==> config.mk <==
export PLATFORM = sky130hd
export DESIGN_NAME = mem_boot_top
export DESIGN_NICKNAME = d
export VERILOG_FILES = /design/src/verilog/meminit_pkg.sv /design/src/verilog/boot_sequencer.sv /design/src/verilog/zero_fill.sv /design/src/verilog/image_loader.sv /design/src/verilog/readback_verify.sv /design/src/verilog/mem_arbiter.sv /design/src/verilog/mem_boot_top.sv
export SDC_FILE = /design/constraint.sdc
export NUM_CORES = 1
export LEC_CHECK = 0
export BUFFER_PORTS_ARGS = -buffer_cell sky130_fd_sc_hd__buf_2
export CAP_MARGIN = 20
export CORE_MARGIN = 3
export CORE_UTILIZATION = 48
export CTS_BUF_LIST = sky130_fd_sc_hd__clkbuf_8
export DETAILED_ROUTE_END_ITERATION = 8
export PLACE_DENSITY = 0.81
export SLEW_MARGIN = 20
export SYNTH_ARGS = -nofsm -noshare
export SYNTH_HDL_FRONTEND = slang
export SYNTH_SLANG_ARGS = --single-unit
==> constraint.sdc <==
create_clock -name clk -period 2.75 [get_ports clk]
set_input_delay 0.55 -clock clk [delete_from_list [all_inputs] [get_ports clk]]
set_output_delay 0.55 -clock clk [all_outputs]
set_load 0.01 [all_outputs]
==> src/verilog/meminit_pkg.sv <==
// boot memory initializer shared definitions
// memory command, boot phase, image stream and cpu request types
package meminit_pkg;

    typedef logic [31:0] word_t;

    localparam word_t      WORD_BYTES = 32'd4;  // byte step between words
    localparam logic [3:0] BE_ALL     = 4'b1111;

    // memory opcodes
    typedef enum logic [1:0] {
        OP_IDLE  = 2'd0,
        OP_READ  = 2'd1,
        OP_WRITE = 2'd2
    } mem_op_e;

    // one memory access, held by the requester until busy is seen high
    typedef struct packed {
        mem_op_e    op;
        word_t      addr;   // byte address
        word_t      wdata;
        logic [3:0] be;
    } mem_cmd_t;

    localparam mem_cmd_t CMD_IDLE = '{op: OP_IDLE, addr: '0, wdata: '0, be: '0};

    typedef enum logic [2:0] {
        PH_CALIB  = 3'd0,  // dram controller still calibrating
        PH_ZERO   = 3'd1,
        PH_LOAD   = 3'd2,
        PH_VERIFY = 3'd3,
        PH_RUN    = 3'd4   // cpu owns the port
    } boot_phase_e;

    // image word stream, paired with a ready from the loader
    typedef struct packed {
        logic  valid;
        word_t data;
    } img_word_t;

    // cpu side request, same busy rule as the memory port
    typedef struct packed {
        logic       rd;
        logic       wr;
        word_t      addr;
        word_t      wdata;
        logic [3:0] be;
    } cpu_req_t;

endpackage

==> src/verilog/boot_sequencer.sv <==
// boot phase sequencer
// steps calib, zero fill, image load, readback verify and run in order,
// one step per done level, never going back until reset
`timescale 1ns/1ns

module boot_sequencer import meminit_pkg::*; (
    input  logic        clk,
    input  logic        i_arst_n,
    input  logic        i_calib_done,
    input  logic        i_zero_done,
    input  logic        i_load_done,
    input  logic        i_verify_done,
    output boot_phase_e o_phase
);

    always_ff @(posedge clk or negedge i_arst_n) begin
        if (!i_arst_n) begin
            o_phase <= PH_CALIB;
        end else begin
            case (o_phase)
                PH_CALIB: begin
                    if (i_calib_done) begin
                        o_phase <= PH_ZERO;
                    end
                end
                PH_ZERO: begin
                    if (i_zero_done) begin
                        o_phase <= PH_LOAD;
                    end
                end
                PH_LOAD: begin
                    if (i_load_done) begin
                        o_phase <= PH_VERIFY;
                    end
                end
                PH_VERIFY: begin
                    if (i_verify_done) begin
                        o_phase <= PH_RUN;
                    end
                end
                PH_RUN: begin
                    o_phase <= PH_RUN;  // final phase, stays here
                end
                default: begin
                    o_phase <= PH_CALIB;
                end
            endcase
        end
    end

endmodule

==> src/verilog/zero_fill.sv <==
// zero filler
// writes zero words to consecutive addresses from 0 during PH_ZERO
`timescale 1ns/1ns

module zero_fill import meminit_pkg::*; #(
    parameter int ZERO_WORDS = 256
) (
    input  logic        clk,
    input  logic        i_arst_n,
    input  boot_phase_e i_phase,
    input  logic        i_busy,
    output mem_cmd_t    o_cmd,
    output logic        o_done
);

    localparam int              CNT_W = $clog2(ZERO_WORDS + 1);
    localparam logic [CNT_W-1:0] LAST = CNT_W'(ZERO_WORDS - 1);

    typedef enum logic [1:0] {
        S_IDLE,
        S_ISSUE,  // write held until busy seen high
        S_WAIT,   // access in flight
        S_DONE
    } state_e;

    state_e           r_state;
    logic [CNT_W-1:0] r_idx;

    always_ff @(posedge clk or negedge i_arst_n) begin
        if (!i_arst_n) begin
            r_state <= S_IDLE;
            r_idx   <= '0;
        end else begin
            case (r_state)
                S_IDLE: begin
                    if (i_phase == PH_ZERO && !i_busy) begin
                        r_state <= S_ISSUE;
                    end
                end
                S_ISSUE: begin
                    if (i_busy) begin
                        r_state <= S_WAIT;
                    end
                end
                S_WAIT: begin
                    if (!i_busy) begin
                        if (r_idx == LAST) begin
                            r_state <= S_DONE;
                        end else begin
                            r_idx   <= r_idx + 1'b1;
                            r_state <= S_ISSUE;  // busy is low, go straight on
                        end
                    end
                end
                default: r_state <= S_DONE;
            endcase
        end
    end

    always_comb begin
        o_cmd = CMD_IDLE;
        if (r_state == S_ISSUE) begin
            o_cmd.op    = OP_WRITE;
            o_cmd.addr  = word_t'(r_idx) * WORD_BYTES;
            o_cmd.wdata = '0;
            o_cmd.be    = BE_ALL;
        end
    end

    assign o_done = (r_state == S_DONE);

endmodule

==> src/verilog/image_loader.sv <==
// image loader
// accepts image words from the stream, writes them from IMG_BASE upward
// and keeps a running 32-bit sum of the words as the load checksum
`timescale 1ns/1ns

module image_loader import meminit_pkg::*; #(
    parameter word_t IMG_BASE  = 32'h0000_0400,
    parameter int    IMG_WORDS = 64
) (
    input  logic        clk,
    input  logic        i_arst_n,
    input  boot_phase_e i_phase,
    input  img_word_t   i_img,
    input  logic        i_busy,
    output logic        o_img_ready,
    output mem_cmd_t    o_cmd,
    output word_t       o_checksum,
    output logic        o_done
);

    localparam int              CNT_W = $clog2(IMG_WORDS + 1);
    localparam logic [CNT_W-1:0] LAST = CNT_W'(IMG_WORDS - 1);

    typedef enum logic [1:0] {
        S_IDLE,   // holding no word, ready in PH_LOAD
        S_ISSUE,
        S_WAIT,
        S_DONE
    } state_e;

    state_e           r_state;
    logic [CNT_W-1:0] r_idx;
    word_t            r_data;     // captured stream word
    word_t            r_checksum;
    logic             w_take;

    assign o_img_ready = (i_phase == PH_LOAD) && (r_state == S_IDLE);
    assign w_take      = o_img_ready && i_img.valid;

    always_ff @(posedge clk or negedge i_arst_n) begin
        if (!i_arst_n) begin
            r_state    <= S_IDLE;
            r_idx      <= '0;
            r_checksum <= '0;
        end else begin
            case (r_state)
                S_IDLE: begin
                    if (w_take) begin
                        r_checksum <= r_checksum + i_img.data;  // wraps mod 2^32
                        r_state    <= S_ISSUE;
                    end
                end
                S_ISSUE: begin
                    if (i_busy) begin
                        r_state <= S_WAIT;
                    end
                end
                S_WAIT: begin
                    if (!i_busy) begin
                        if (r_idx == LAST) begin
                            r_state <= S_DONE;
                        end else begin
                            r_idx   <= r_idx + 1'b1;
                            r_state <= S_IDLE;
                        end
                    end
                end
                default: r_state <= S_DONE;
            endcase
        end
    end

    always_ff @(posedge clk) begin
        if (w_take) begin
            r_data <= i_img.data;
        end
    end

    always_comb begin
        o_cmd = CMD_IDLE;
        if (r_state == S_ISSUE) begin
            o_cmd.op    = OP_WRITE;
            o_cmd.addr  = IMG_BASE + word_t'(r_idx) * WORD_BYTES;
            o_cmd.wdata = r_data;
            o_cmd.be    = BE_ALL;
        end
    end

    assign o_checksum = r_checksum;
    assign o_done     = (r_state == S_DONE);

endmodule

==> src/verilog/readback_verify.sv <==
// readback verifier
// reads the loaded image back in load order, sums the read data and
// flags a match against the load checksum before reporting done
`timescale 1ns/1ns

module readback_verify import meminit_pkg::*; #(
    parameter word_t IMG_BASE  = 32'h0000_0400,
    parameter int    IMG_WORDS = 64
) (
    input  logic        clk,
    input  logic        i_arst_n,
    input  boot_phase_e i_phase,
    input  logic        i_busy,
    input  word_t       i_rdata,
    input  word_t       i_load_checksum,
    output mem_cmd_t    o_cmd,
    output logic        o_done,
    output logic        o_match
);

    localparam int              CNT_W = $clog2(IMG_WORDS + 1);
    localparam logic [CNT_W-1:0] LAST = CNT_W'(IMG_WORDS - 1);

    typedef enum logic [2:0] {
        S_IDLE,
        S_ISSUE,
        S_WAIT,   // read data comes with the falling busy
        S_CHECK,
        S_DONE
    } state_e;

    state_e           r_state;
    logic [CNT_W-1:0] r_idx;
    word_t            r_sum;
    logic             r_match;

    always_ff @(posedge clk or negedge i_arst_n) begin
        if (!i_arst_n) begin
            r_state <= S_IDLE;
            r_idx   <= '0;
            r_sum   <= '0;
            r_match <= 1'b0;
        end else begin
            case (r_state)
                S_IDLE: begin
                    if (i_phase == PH_VERIFY && !i_busy) begin
                        r_state <= S_ISSUE;
                    end
                end
                S_ISSUE: begin
                    if (i_busy) begin
                        r_state <= S_WAIT;
                    end
                end
                S_WAIT: begin
                    if (!i_busy) begin
                        r_sum <= r_sum + i_rdata;
                        if (r_idx == LAST) begin
                            r_state <= S_CHECK;
                        end else begin
                            r_idx   <= r_idx + 1'b1;
                            r_state <= S_ISSUE;
                        end
                    end
                end
                S_CHECK: begin
                    r_match <= (r_sum == i_load_checksum);  // sum is final here
                    r_state <= S_DONE;
                end
                default: r_state <= S_DONE;
            endcase
        end
    end

    always_comb begin
        o_cmd = CMD_IDLE;
        if (r_state == S_ISSUE) begin
            o_cmd.op   = OP_READ;
            o_cmd.addr = IMG_BASE + word_t'(r_idx) * WORD_BYTES;
            o_cmd.be   = BE_ALL;
        end
    end

    assign o_done  = (r_state == S_DONE);
    assign o_match = r_match;

endmodule

==> src/verilog/mem_arbiter.sv <==
// memory port arbiter
// forwards the command of the peer owning the current phase, latches cpu
// requests in PH_RUN and routes busy so that every non-owner sees it high
`timescale 1ns/1ns

module mem_arbiter import meminit_pkg::*; #(
    parameter word_t ADDR_MASK = 32'h03FF_FFFF
) (
    input  logic        clk,
    input  logic        i_arst_n,
    input  boot_phase_e i_phase,
    input  mem_cmd_t    i_zero_cmd,
    input  mem_cmd_t    i_load_cmd,
    input  mem_cmd_t    i_verify_cmd,
    input  cpu_req_t    i_cpu,
    input  logic        i_mem_busy,
    input  word_t       i_mem_rdata,
    output mem_cmd_t    o_mem_cmd,
    output logic        o_zero_busy,
    output logic        o_load_busy,
    output logic        o_verify_busy,
    output logic        o_cpu_busy,
    output word_t       o_cpu_rdata
);

    logic     r_cpu_held;  // cpu command presented, memory not yet busy
    mem_cmd_t r_cpu_cmd;
    logic     w_run;
    logic     w_cpu_req;

    assign w_run     = (i_phase == PH_RUN);
    assign w_cpu_req = i_cpu.rd | i_cpu.wr;

    // held flag gives the cpu request the same handshake as the boot peers
    always_ff @(posedge clk or negedge i_arst_n) begin
        if (!i_arst_n) begin
            r_cpu_held <= 1'b0;
        end else if (r_cpu_held) begin
            if (i_mem_busy) begin
                r_cpu_held <= 1'b0;  // memory has taken it
            end
        end else if (w_run && w_cpu_req && !i_mem_busy) begin
            r_cpu_held <= 1'b1;
        end
    end

    always_ff @(posedge clk) begin
        if (!r_cpu_held) begin
            r_cpu_cmd.op    <= i_cpu.wr ? OP_WRITE : OP_READ;  // write wins
            r_cpu_cmd.addr  <= i_cpu.addr & ADDR_MASK;
            r_cpu_cmd.wdata <= i_cpu.wdata;
            r_cpu_cmd.be    <= i_cpu.be;
        end
    end

    always_comb begin
        case (i_phase)
            PH_ZERO:   o_mem_cmd = i_zero_cmd;
            PH_LOAD:   o_mem_cmd = i_load_cmd;
            PH_VERIFY: o_mem_cmd = i_verify_cmd;
            PH_RUN:    o_mem_cmd = r_cpu_held ? r_cpu_cmd : CMD_IDLE;
            default:   o_mem_cmd = CMD_IDLE;
        endcase
        if (!w_run) begin
            o_mem_cmd.be = BE_ALL;  // full words during boot
        end
    end

    // non-owners see busy high
    assign o_zero_busy   = (i_phase == PH_ZERO) ? i_mem_busy : 1'b1;
    assign o_load_busy   = (i_phase == PH_LOAD) ? i_mem_busy : 1'b1;
    assign o_verify_busy = (i_phase == PH_VERIFY) ? i_mem_busy : 1'b1;
    assign o_cpu_busy    = w_run ? (r_cpu_held | i_mem_busy) : 1'b1;
    assign o_cpu_rdata   = w_run ? i_mem_rdata : '0;

endmodule

==> src/verilog/mem_boot_top.sv <==
// boot memory initializer top level
// phase sequencer, zero filler, image loader, readback verifier and the
// arbiter sharing one external memory port
`timescale 1ns/1ns

module mem_boot_top import meminit_pkg::*; #(
    parameter int    ZERO_WORDS = 256,
    parameter word_t IMG_BASE   = 32'h0000_0400,
    parameter int    IMG_WORDS  = 64,
    parameter word_t ADDR_MASK  = 32'h03FF_FFFF
) (
    input  logic        clk,
    input  logic        i_arst_n,
    input  logic        i_calib_done,
    input  img_word_t   i_img,
    input  cpu_req_t    i_cpu,
    input  logic        i_mem_busy,
    input  word_t       i_mem_rdata,
    output logic        o_img_ready,
    output logic        o_cpu_busy,
    output word_t       o_cpu_rdata,
    output mem_cmd_t    o_mem_cmd,
    output boot_phase_e o_phase,
    output logic        o_boot_done,
    output logic        o_verify_ok,
    output word_t       o_load_checksum
);

    logic     w_zero_done, w_load_done, w_verify_done;
    logic     w_zero_busy, w_load_busy, w_verify_busy;
    mem_cmd_t w_zero_cmd, w_load_cmd, w_verify_cmd;

    assign o_boot_done = (o_phase == PH_RUN);

    boot_sequencer u_seq (
        .clk(clk), .i_arst_n(i_arst_n), .i_calib_done(i_calib_done),
        .i_zero_done(w_zero_done), .i_load_done(w_load_done),
        .i_verify_done(w_verify_done), .o_phase(o_phase)
    );

    zero_fill #(.ZERO_WORDS(ZERO_WORDS)) u_zero (
        .clk(clk), .i_arst_n(i_arst_n), .i_phase(o_phase), .i_busy(w_zero_busy),
        .o_cmd(w_zero_cmd), .o_done(w_zero_done)
    );

    image_loader #(.IMG_BASE(IMG_BASE), .IMG_WORDS(IMG_WORDS)) u_load (
        .clk(clk), .i_arst_n(i_arst_n), .i_phase(o_phase), .i_img(i_img),
        .i_busy(w_load_busy), .o_img_ready(o_img_ready), .o_cmd(w_load_cmd),
        .o_checksum(o_load_checksum), .o_done(w_load_done)
    );

    readback_verify #(.IMG_BASE(IMG_BASE), .IMG_WORDS(IMG_WORDS)) u_verify (
        .clk(clk), .i_arst_n(i_arst_n), .i_phase(o_phase), .i_busy(w_verify_busy),
        .i_rdata(i_mem_rdata), .i_load_checksum(o_load_checksum),
        .o_cmd(w_verify_cmd), .o_done(w_verify_done), .o_match(o_verify_ok)
    );

    mem_arbiter #(.ADDR_MASK(ADDR_MASK)) u_arb (
        .clk(clk), .i_arst_n(i_arst_n), .i_phase(o_phase),
        .i_zero_cmd(w_zero_cmd), .i_load_cmd(w_load_cmd), .i_verify_cmd(w_verify_cmd),
        .i_cpu(i_cpu), .i_mem_busy(i_mem_busy), .i_mem_rdata(i_mem_rdata),
        .o_mem_cmd(o_mem_cmd), .o_zero_busy(w_zero_busy), .o_load_busy(w_load_busy),
        .o_verify_busy(w_verify_busy), .o_cpu_busy(o_cpu_busy), .o_cpu_rdata(o_cpu_rdata)
    );

endmodule

**Word level (Yosys, flattened, before mapping)**

Index checks and enable logic that the tools add are counted.

- $add $sub $neg: 7
- Bitwise gates (word level): 8
- Eq/ne operators: 31
- Multiplexer cells: 36
- Reductions and logical operators: 22

Operator list:

| operator | count |
|---|---|
| 70-bit case mux with 4 select lines | 1 |
| 70-bit 2-to-1 mux | 3 |
| 32-bit adder | 2 |
| 33-bit 2-to-1 mux | 1 |
| 32-bit equality test | 1 |
| 32-bit 2-to-1 mux | 1 |
| 11-bit by 9-bit adder with 12-bit output, first input constant | 2 |
| 3-bit 2-to-1 mux | 7 |
| 2-bit 2-to-1 mux | 10 |
| 3-bit AND reduction | 6 |
| 3-bit case mux with 5 select lines | 1 |
| 7-bit by 1-bit adder with 7-bit output, second input constant | 2 |
| 7-bit by 6-bit equality test with 1-bit output, second input constant | 2 |
| 2-bit != test, second input constant | 7 |
| 3-bit by 2-bit equality test with 1-bit output, second input constant | 4 |
| 2-bit by 1-bit != test with 1-bit output, second input constant | 6 |
| 2-bit case mux with 3 select lines | 2 |
| 9-bit by 1-bit adder with 9-bit output, second input constant | 1 |
| 9-bit by 8-bit equality test with 1-bit output, second input constant | 1 |
| 3-bit case mux with 3 select lines | 1 |
| 2-bit equality test, second input constant | 4 |
| 4-bit 2-to-1 mux | 2 |
| 1-bit 2-to-1 mux | 7 |
| 3-bit by 1-bit equality test with 1-bit output, second input constant | 2 |
| 10 further kinds | 28 |

- Register bits after elaboration: 195
- Bits of input ports: 139

**Depth between registers and ports, before layout**

- Depth after elaboration: 6
- Gate-level depth with buffers: 11
- Mapped depth without buffers: 11

**By module**

From an unflattened synthesis, not the netlist that was laid out.

- Cells, all modules: 1562
- Area, all modules: 14630.3 um^2

Modules (own cells, without submodules):

| module | instances | area each (um^2) | cells each |
|---|---|---|---|
| image_loader | 1 | 4713.3 | 493 |
| mem_arbiter | 1 | 4479.3 | 424 |
| readback_verify | 1 | 4225.3 | 513 |
| zero_fill | 1 | 1038.5 | 117 |
| boot_sequencer | 1 | 161.4 | 14 |
| mem_boot_top | 1 | 12.5 | 1 |

**Worst setup path before layout**

OpenSTA, ideal clock, no wires.

- Path kind: input port to flip-flop
- Start: input port i_mem_rdata[0]
- End: register u_verify.r_sum[30]
- Library setup time: 0.071 ns
- Path buffers: 0
- Path slack: -0.187 ns
- Data arrival time: 2.866 ns
- Required time: 2.679 ns
- Cell stages on the path: 11
- Cell sequence: ha_1 -> inv_1 -> fa_1 -> and2b_1 -> o2111ai_2 -> a2111oi_4 -> o211ai_2 -> a21oi_2 -> a31oi_1 -> or4_1 -> nand4_1

- Longest elaborated chain between the ends: 1

RTL lines:

| item | line | source |
|---|---|---|
| start: declaration | mem_boot_top.sv:18 | `input word_t i_mem_rdata,` |
| 32-bit adder | readback_verify.sv:57 | `r_sum <= r_sum + i_rdata;` |
| end signal: assignment | readback_verify.sv:57 |  |
| end: declaration | readback_verify.sv:34 | `word_t r_sum;` |

No other way between the ends.
A chain may end at the register's enable or synchronous reset.

**Worst setup path after layout**

- Start: register u_verify.r_sum[0]
- End: register u_verify.r_sum[30]

- Longest elaborated chain between the ends: 1

RTL lines:

| item | line |
|---|---|
| 32-bit adder | readback_verify.sv:57 |

No other way between the ends.

==> results.cfg <==
[run_status]
outcome = finished with violations
failed_checks = setup timing

[global_routing]
global_route_wire_length_before_repair_mm = 54.1
via_count_of_the_first_global_routing_pass = 10000
number_of_antenna_violations_at_the_first_check_in_global_routing = 1
grt_use_total = 0.262
maximum_number_of_pins_on_one_net_before_global_route_repair = 67
grt.overflow.total = 0

[placement]
place_hpwl_mm = 26.3
gp_congestion = 0.968
dpl-instance-area_mm2 = 0.0140
place.port_buffers = 267

[critical_path]
crit_end_category = flip-flop
crit-reg2reg-launch = u_verify.r_sum[0]
timing.critical_path.slowest_cell_delay_ns = 0.47
timing.critical_path.from = u_verify.r_sum[0]
critPathRequiredTime_ns = 3.15
critical-path-slowest-cell = sky130_fd_sc_hd__a2111oi_4
path_cells = ha_4, inv_2, fa_2, and2b_2, o2111ai_4, a2111oi_4, o211ai_2, a21oi_2, a31oi_2, or4_1, nand4_1
ff2ff_setup_slack_ns = -0.15
element_type_at_the_critical_path_start = flip-flop
critPathCapture = u_verify.r_sum[30]
timing.setup.critical_path_class = reg2reg
reg2regPathDepth = 11
worst-path-max-fanout = 3
worstPathBufferInverterCount = 1
worst-path-stages = 11
worstReg2RegEnd = u_verify.r_sum[30]
critPathTopFamily = compound AO/OA/AOI/OAI gates
worstPathArrival_ns = 3.31

[timing]
worst_slew_pin_slew_ns = 0.651
setup_viol = 7
fin_ws_ns = -0.150
max_freq_ghz = 0.345
final.setup_skew_ns = 0.0181
finalWorstPathRequiredPeriod_ns = 2.90
max_slew_vio_count = 0
slew_headroom = 0.563
final.period_utilization = 1.05
grt_setup_unrepaired = yes
report.final.hold_viol_count = 0

[route]
routed_via_density = 5.68
wl_per_cell_um = 19.0
dr_total_vias = 10400
drt-total-wl_mm = 34.7
remaining_number_of_nets_flagged_by_the_antenna_check_after_routing = 0
drt-pass1-iter-count = 5
drt_drc_violations_left = 0
detailedRoute.firstIterationViolations = 701

[synthesis]
synth_ff_type = sky130_fd_sc_hd__dfrtp_1
synth_edf_count = 96
syn_inst = 1136
netlist-cell-type-count = 76
post_synth.cell_area_avg_um2 = 10.1
post_synth_instance_area_mm2 = 0.0115
synth_seq_cells = 195
asyncSetResetFlopFracSynth = 0.508
seq_area_frac_synth = 0.465
synthesis.yosys.warnings = 0

[pwr]
power-per-cell-area_mw_per_mm2 = 944
overall_power_mw = 13.9
power.leakage_nw = 7.03
vdd_drop_max_uv = 459

[floorplan]
floorplan.initialDensity = 0.489
core_area_mm2 = 0.0235
die-height_um = 161
io_pins = 280
die_w_um = 161
row_count = 56
die_area_mm2 = 0.0259

[final_layout]
drive_above_1_share = 0.320
n_fill_cell = 1907
finalNetCount = 1702
flow.area_growth_from_synthesis_pct = 27.5
post-route-cell-area_mm2 = 0.0147

[clocking]
cts_buffers = 17
htree_levels = 4
cts-root-to-sink-buffers = 2
ctsHoldBuffers = 0
cts.sink_count = 195
clk_root_buffer_cell = sky130_fd_sc_hd__clkbuf_8
cts_tree = done
clk-insertion-delay-late_ns = 0.48
clkTransAtPathRegs_ns = 0.10

[flow_run]
cap_viol_max_count = 0

[min_path]
min-delay-path-class = in2async
-- area by class of cell --
class                   instances  area, um2  share of cell area
diodes                          1       2.50            0.000170
clock buffers                  17        234              0.0159
clock inverters                15        178              0.0121
inverters                      19       71.3             0.00485
multi-input cells             867       6080               0.414
flip-flops and latches        195       5370               0.365
well taps                     319        399              0.0272
repair buffers                395       2360               0.161
-- state kept, by name, summed over array words and instances (netlist names) --
name,cells
u_verify.r_state,3
u_verify.o_match,1
u_load.r_state,2
u_load.r_data,32
u_load.r_idx,7
u_load.o_checksum,32
u_verify.r_idx,7
u_arb.r_cpu_held,1
u_zero.r_idx,9
u_seq.o_phase,3
u_verify.r_sum,32
u_arb.r_cpu_cmd,64
u_zero.r_state,2
-- report_power, final --
part	internal, mW	switching, mW	total, mW
registers	3.81	0.805	4.62
logic	3.32	3.93	7.26
clock network	0.909	1.08	1.99
total	8.04	5.82	13.9
-- synth_stat cells (13+ instances only) --
| cell | number | share of area |
|---|---|---|
| sky130_fd_sc_hd__a21o_1 | 28 | 0.018 |
| sky130_fd_sc_hd__and3_1 | 31 | 0.017 |
| sky130_fd_sc_hd__nand3_1 | 26 | 0.011 |
| sky130_fd_sc_hd__nand2b_1 | 13 | 0.0071 |
| sky130_fd_sc_hd__inv_1 | 18 | 0.0059 |
| sky130_fd_sc_hd__xor2_1 | 38 | 0.029 |
| sky130_fd_sc_hd__nand2_1 | 139 | 0.045 |
| sky130_fd_sc_hd__dfrtp_1 | 99 | 0.22 |
| sky130_fd_sc_hd__and2_1 | 40 | 0.022 |
| sky130_fd_sc_hd__a21oi_1 | 61 | 0.027 |
| sky130_fd_sc_hd__clkbuf_1 | 47 | 0.015 |
| sky130_fd_sc_hd__o21ai_0 | 86 | 0.037 |
| sky130_fd_sc_hd__nand4_1 | 26 | 0.014 |
| sky130_fd_sc_hd__xnor2_1 | 56 | 0.043 |
| sky130_fd_sc_hd__edfxtp_1 | 96 | 0.25 |
| sky130_fd_sc_hd__a22o_1 | 42 | 0.032 |
| sky130_fd_sc_hd__ha_1 | 66 | 0.072 |
| sky130_fd_sc_hd__nor2_1 | 40 | 0.013 |
-- logic make-up after synthesis --
kind of cell	share of synthesized area
and+or+nand+nor	0.166
other	0.000326
AOI/OAI and AO/OA	0.189
DFF	0.465
xor gates and xnor gates	0.0715
buffers and inverters	0.0286
muxes	0.00391
adders and majority gates	0.0752
-- layer usage --
layer,share of wire,vias to the layer above,GRT usage
li1,-,4911,-
met1,0.43,4990,0.356
met2,0.47,402,0.426
met3,0.069,71,0.0521
met4,0.030,0,0.0841
met5,0,-,0
-- cells in the final DEF (no fill, tap or decap), types with 5 or more instances in the layout --
master	count
sky130_fd_sc_hd__a221o_1	10
sky130_fd_sc_hd__a22o_1	42
sky130_fd_sc_hd__nor4_1	8
sky130_fd_sc_hd__o21a_1	10
sky130_fd_sc_hd__dfrtp_1	95
sky130_fd_sc_hd__xnor2_1	56
sky130_fd_sc_hd__o21bai_1	9
sky130_fd_sc_hd__nand3_1	25
sky130_fd_sc_hd__ha_1	63
sky130_fd_sc_hd__a31oi_1	6
sky130_fd_sc_hd__nand2b_1	13
sky130_fd_sc_hd__nand4_1	26
sky130_fd_sc_hd__xor2_1	38
sky130_fd_sc_hd__conb_1	6
sky130_fd_sc_hd__o31ai_1	5
sky130_fd_sc_hd__buf_2	266
sky130_fd_sc_hd__edfxtp_1	96
sky130_fd_sc_hd__a21oi_1	58
sky130_fd_sc_hd__a21o_1	28
sky130_fd_sc_hd__and3_1	31
sky130_fd_sc_hd__and2_1	39
sky130_fd_sc_hd__a211o_1	6
sky130_fd_sc_hd__o211ai_1	7
sky130_fd_sc_hd__nand2_1	137
sky130_fd_sc_hd__o21ai_0	78
sky130_fd_sc_hd__a211oi_1	8
sky130_fd_sc_hd__clkbuf_8	17
sky130_fd_sc_hd__nor2b_1	11
sky130_fd_sc_hd__nor2_1	39
sky130_fd_sc_hd__o21ai_1	11
sky130_fd_sc_hd__buf_4	122
sky130_fd_sc_hd__nor3_1	11
sky130_fd_sc_hd__inv_1	18
-- through the flow --
stage	TNS (ns)	util	setup WS, ns	cells	hold WS [ns]
finish	-0.674	0.624	-0.150	1828	0.0450
global placement	-4.01	0.593	-0.448	1776	0.475
detailed placement	-6.13	0.593	-0.502	1776	0.486
floorplan	-0.195	-	-0.0905	1141	0.254
global route	-1.85	0.624	-0.279	1828	0.0515
CTS	-0.520	0.613	-0.122	1814	0.0350
-- worst min path at each step --
stage | startpoint | end | slack [ns]
6_report | i_arst_n | u_load.o_checksum[2] | 0.04
2_1_floorplan | i_arst_n | u_arb.r_cpu_held | 0.25
4_1_cts | i_arst_n | u_load.o_checksum[2] | 0.03
3_5_place_dp | u_load.r_idx[5] | u_load.r_idx[5] | 0.49
5_1_grt | i_arst_n | u_load.o_checksum[2] | 0.05
3_3_place_gp | u_load.r_idx[4] | u_load.r_idx[4] | 0.47
-- what timing repair did --
action                                  4_1_cts  5_1_grt
endpoints found under the setup margin       53       36
pin swaps                                     6       16
setup buffers                                 6       12
gates resized for setup                       9       34
cloned                                        0        1
-- worst register-to-register path, stage by stage (launching register included) --
cell and delay, ns:
sky130_fd_sc_hd__dfrtp_1 0.40, sky130_fd_sc_hd__ha_4 0.17, sky130_fd_sc_hd__inv_2 0.05, sky130_fd_sc_hd__fa_2 0.34
sky130_fd_sc_hd__and2b_2 0.26, sky130_fd_sc_hd__o2111ai_4 0.14, sky130_fd_sc_hd__a2111oi_4 0.47, sky130_fd_sc_hd__o211ai_2 0.16
sky130_fd_sc_hd__a21oi_2 0.24, sky130_fd_sc_hd__a31oi_2 0.12, sky130_fd_sc_hd__or4_1 0.41, sky130_fd_sc_hd__nand4_1 0.08
Note: power is estimated with default switching activity, not from simulation.
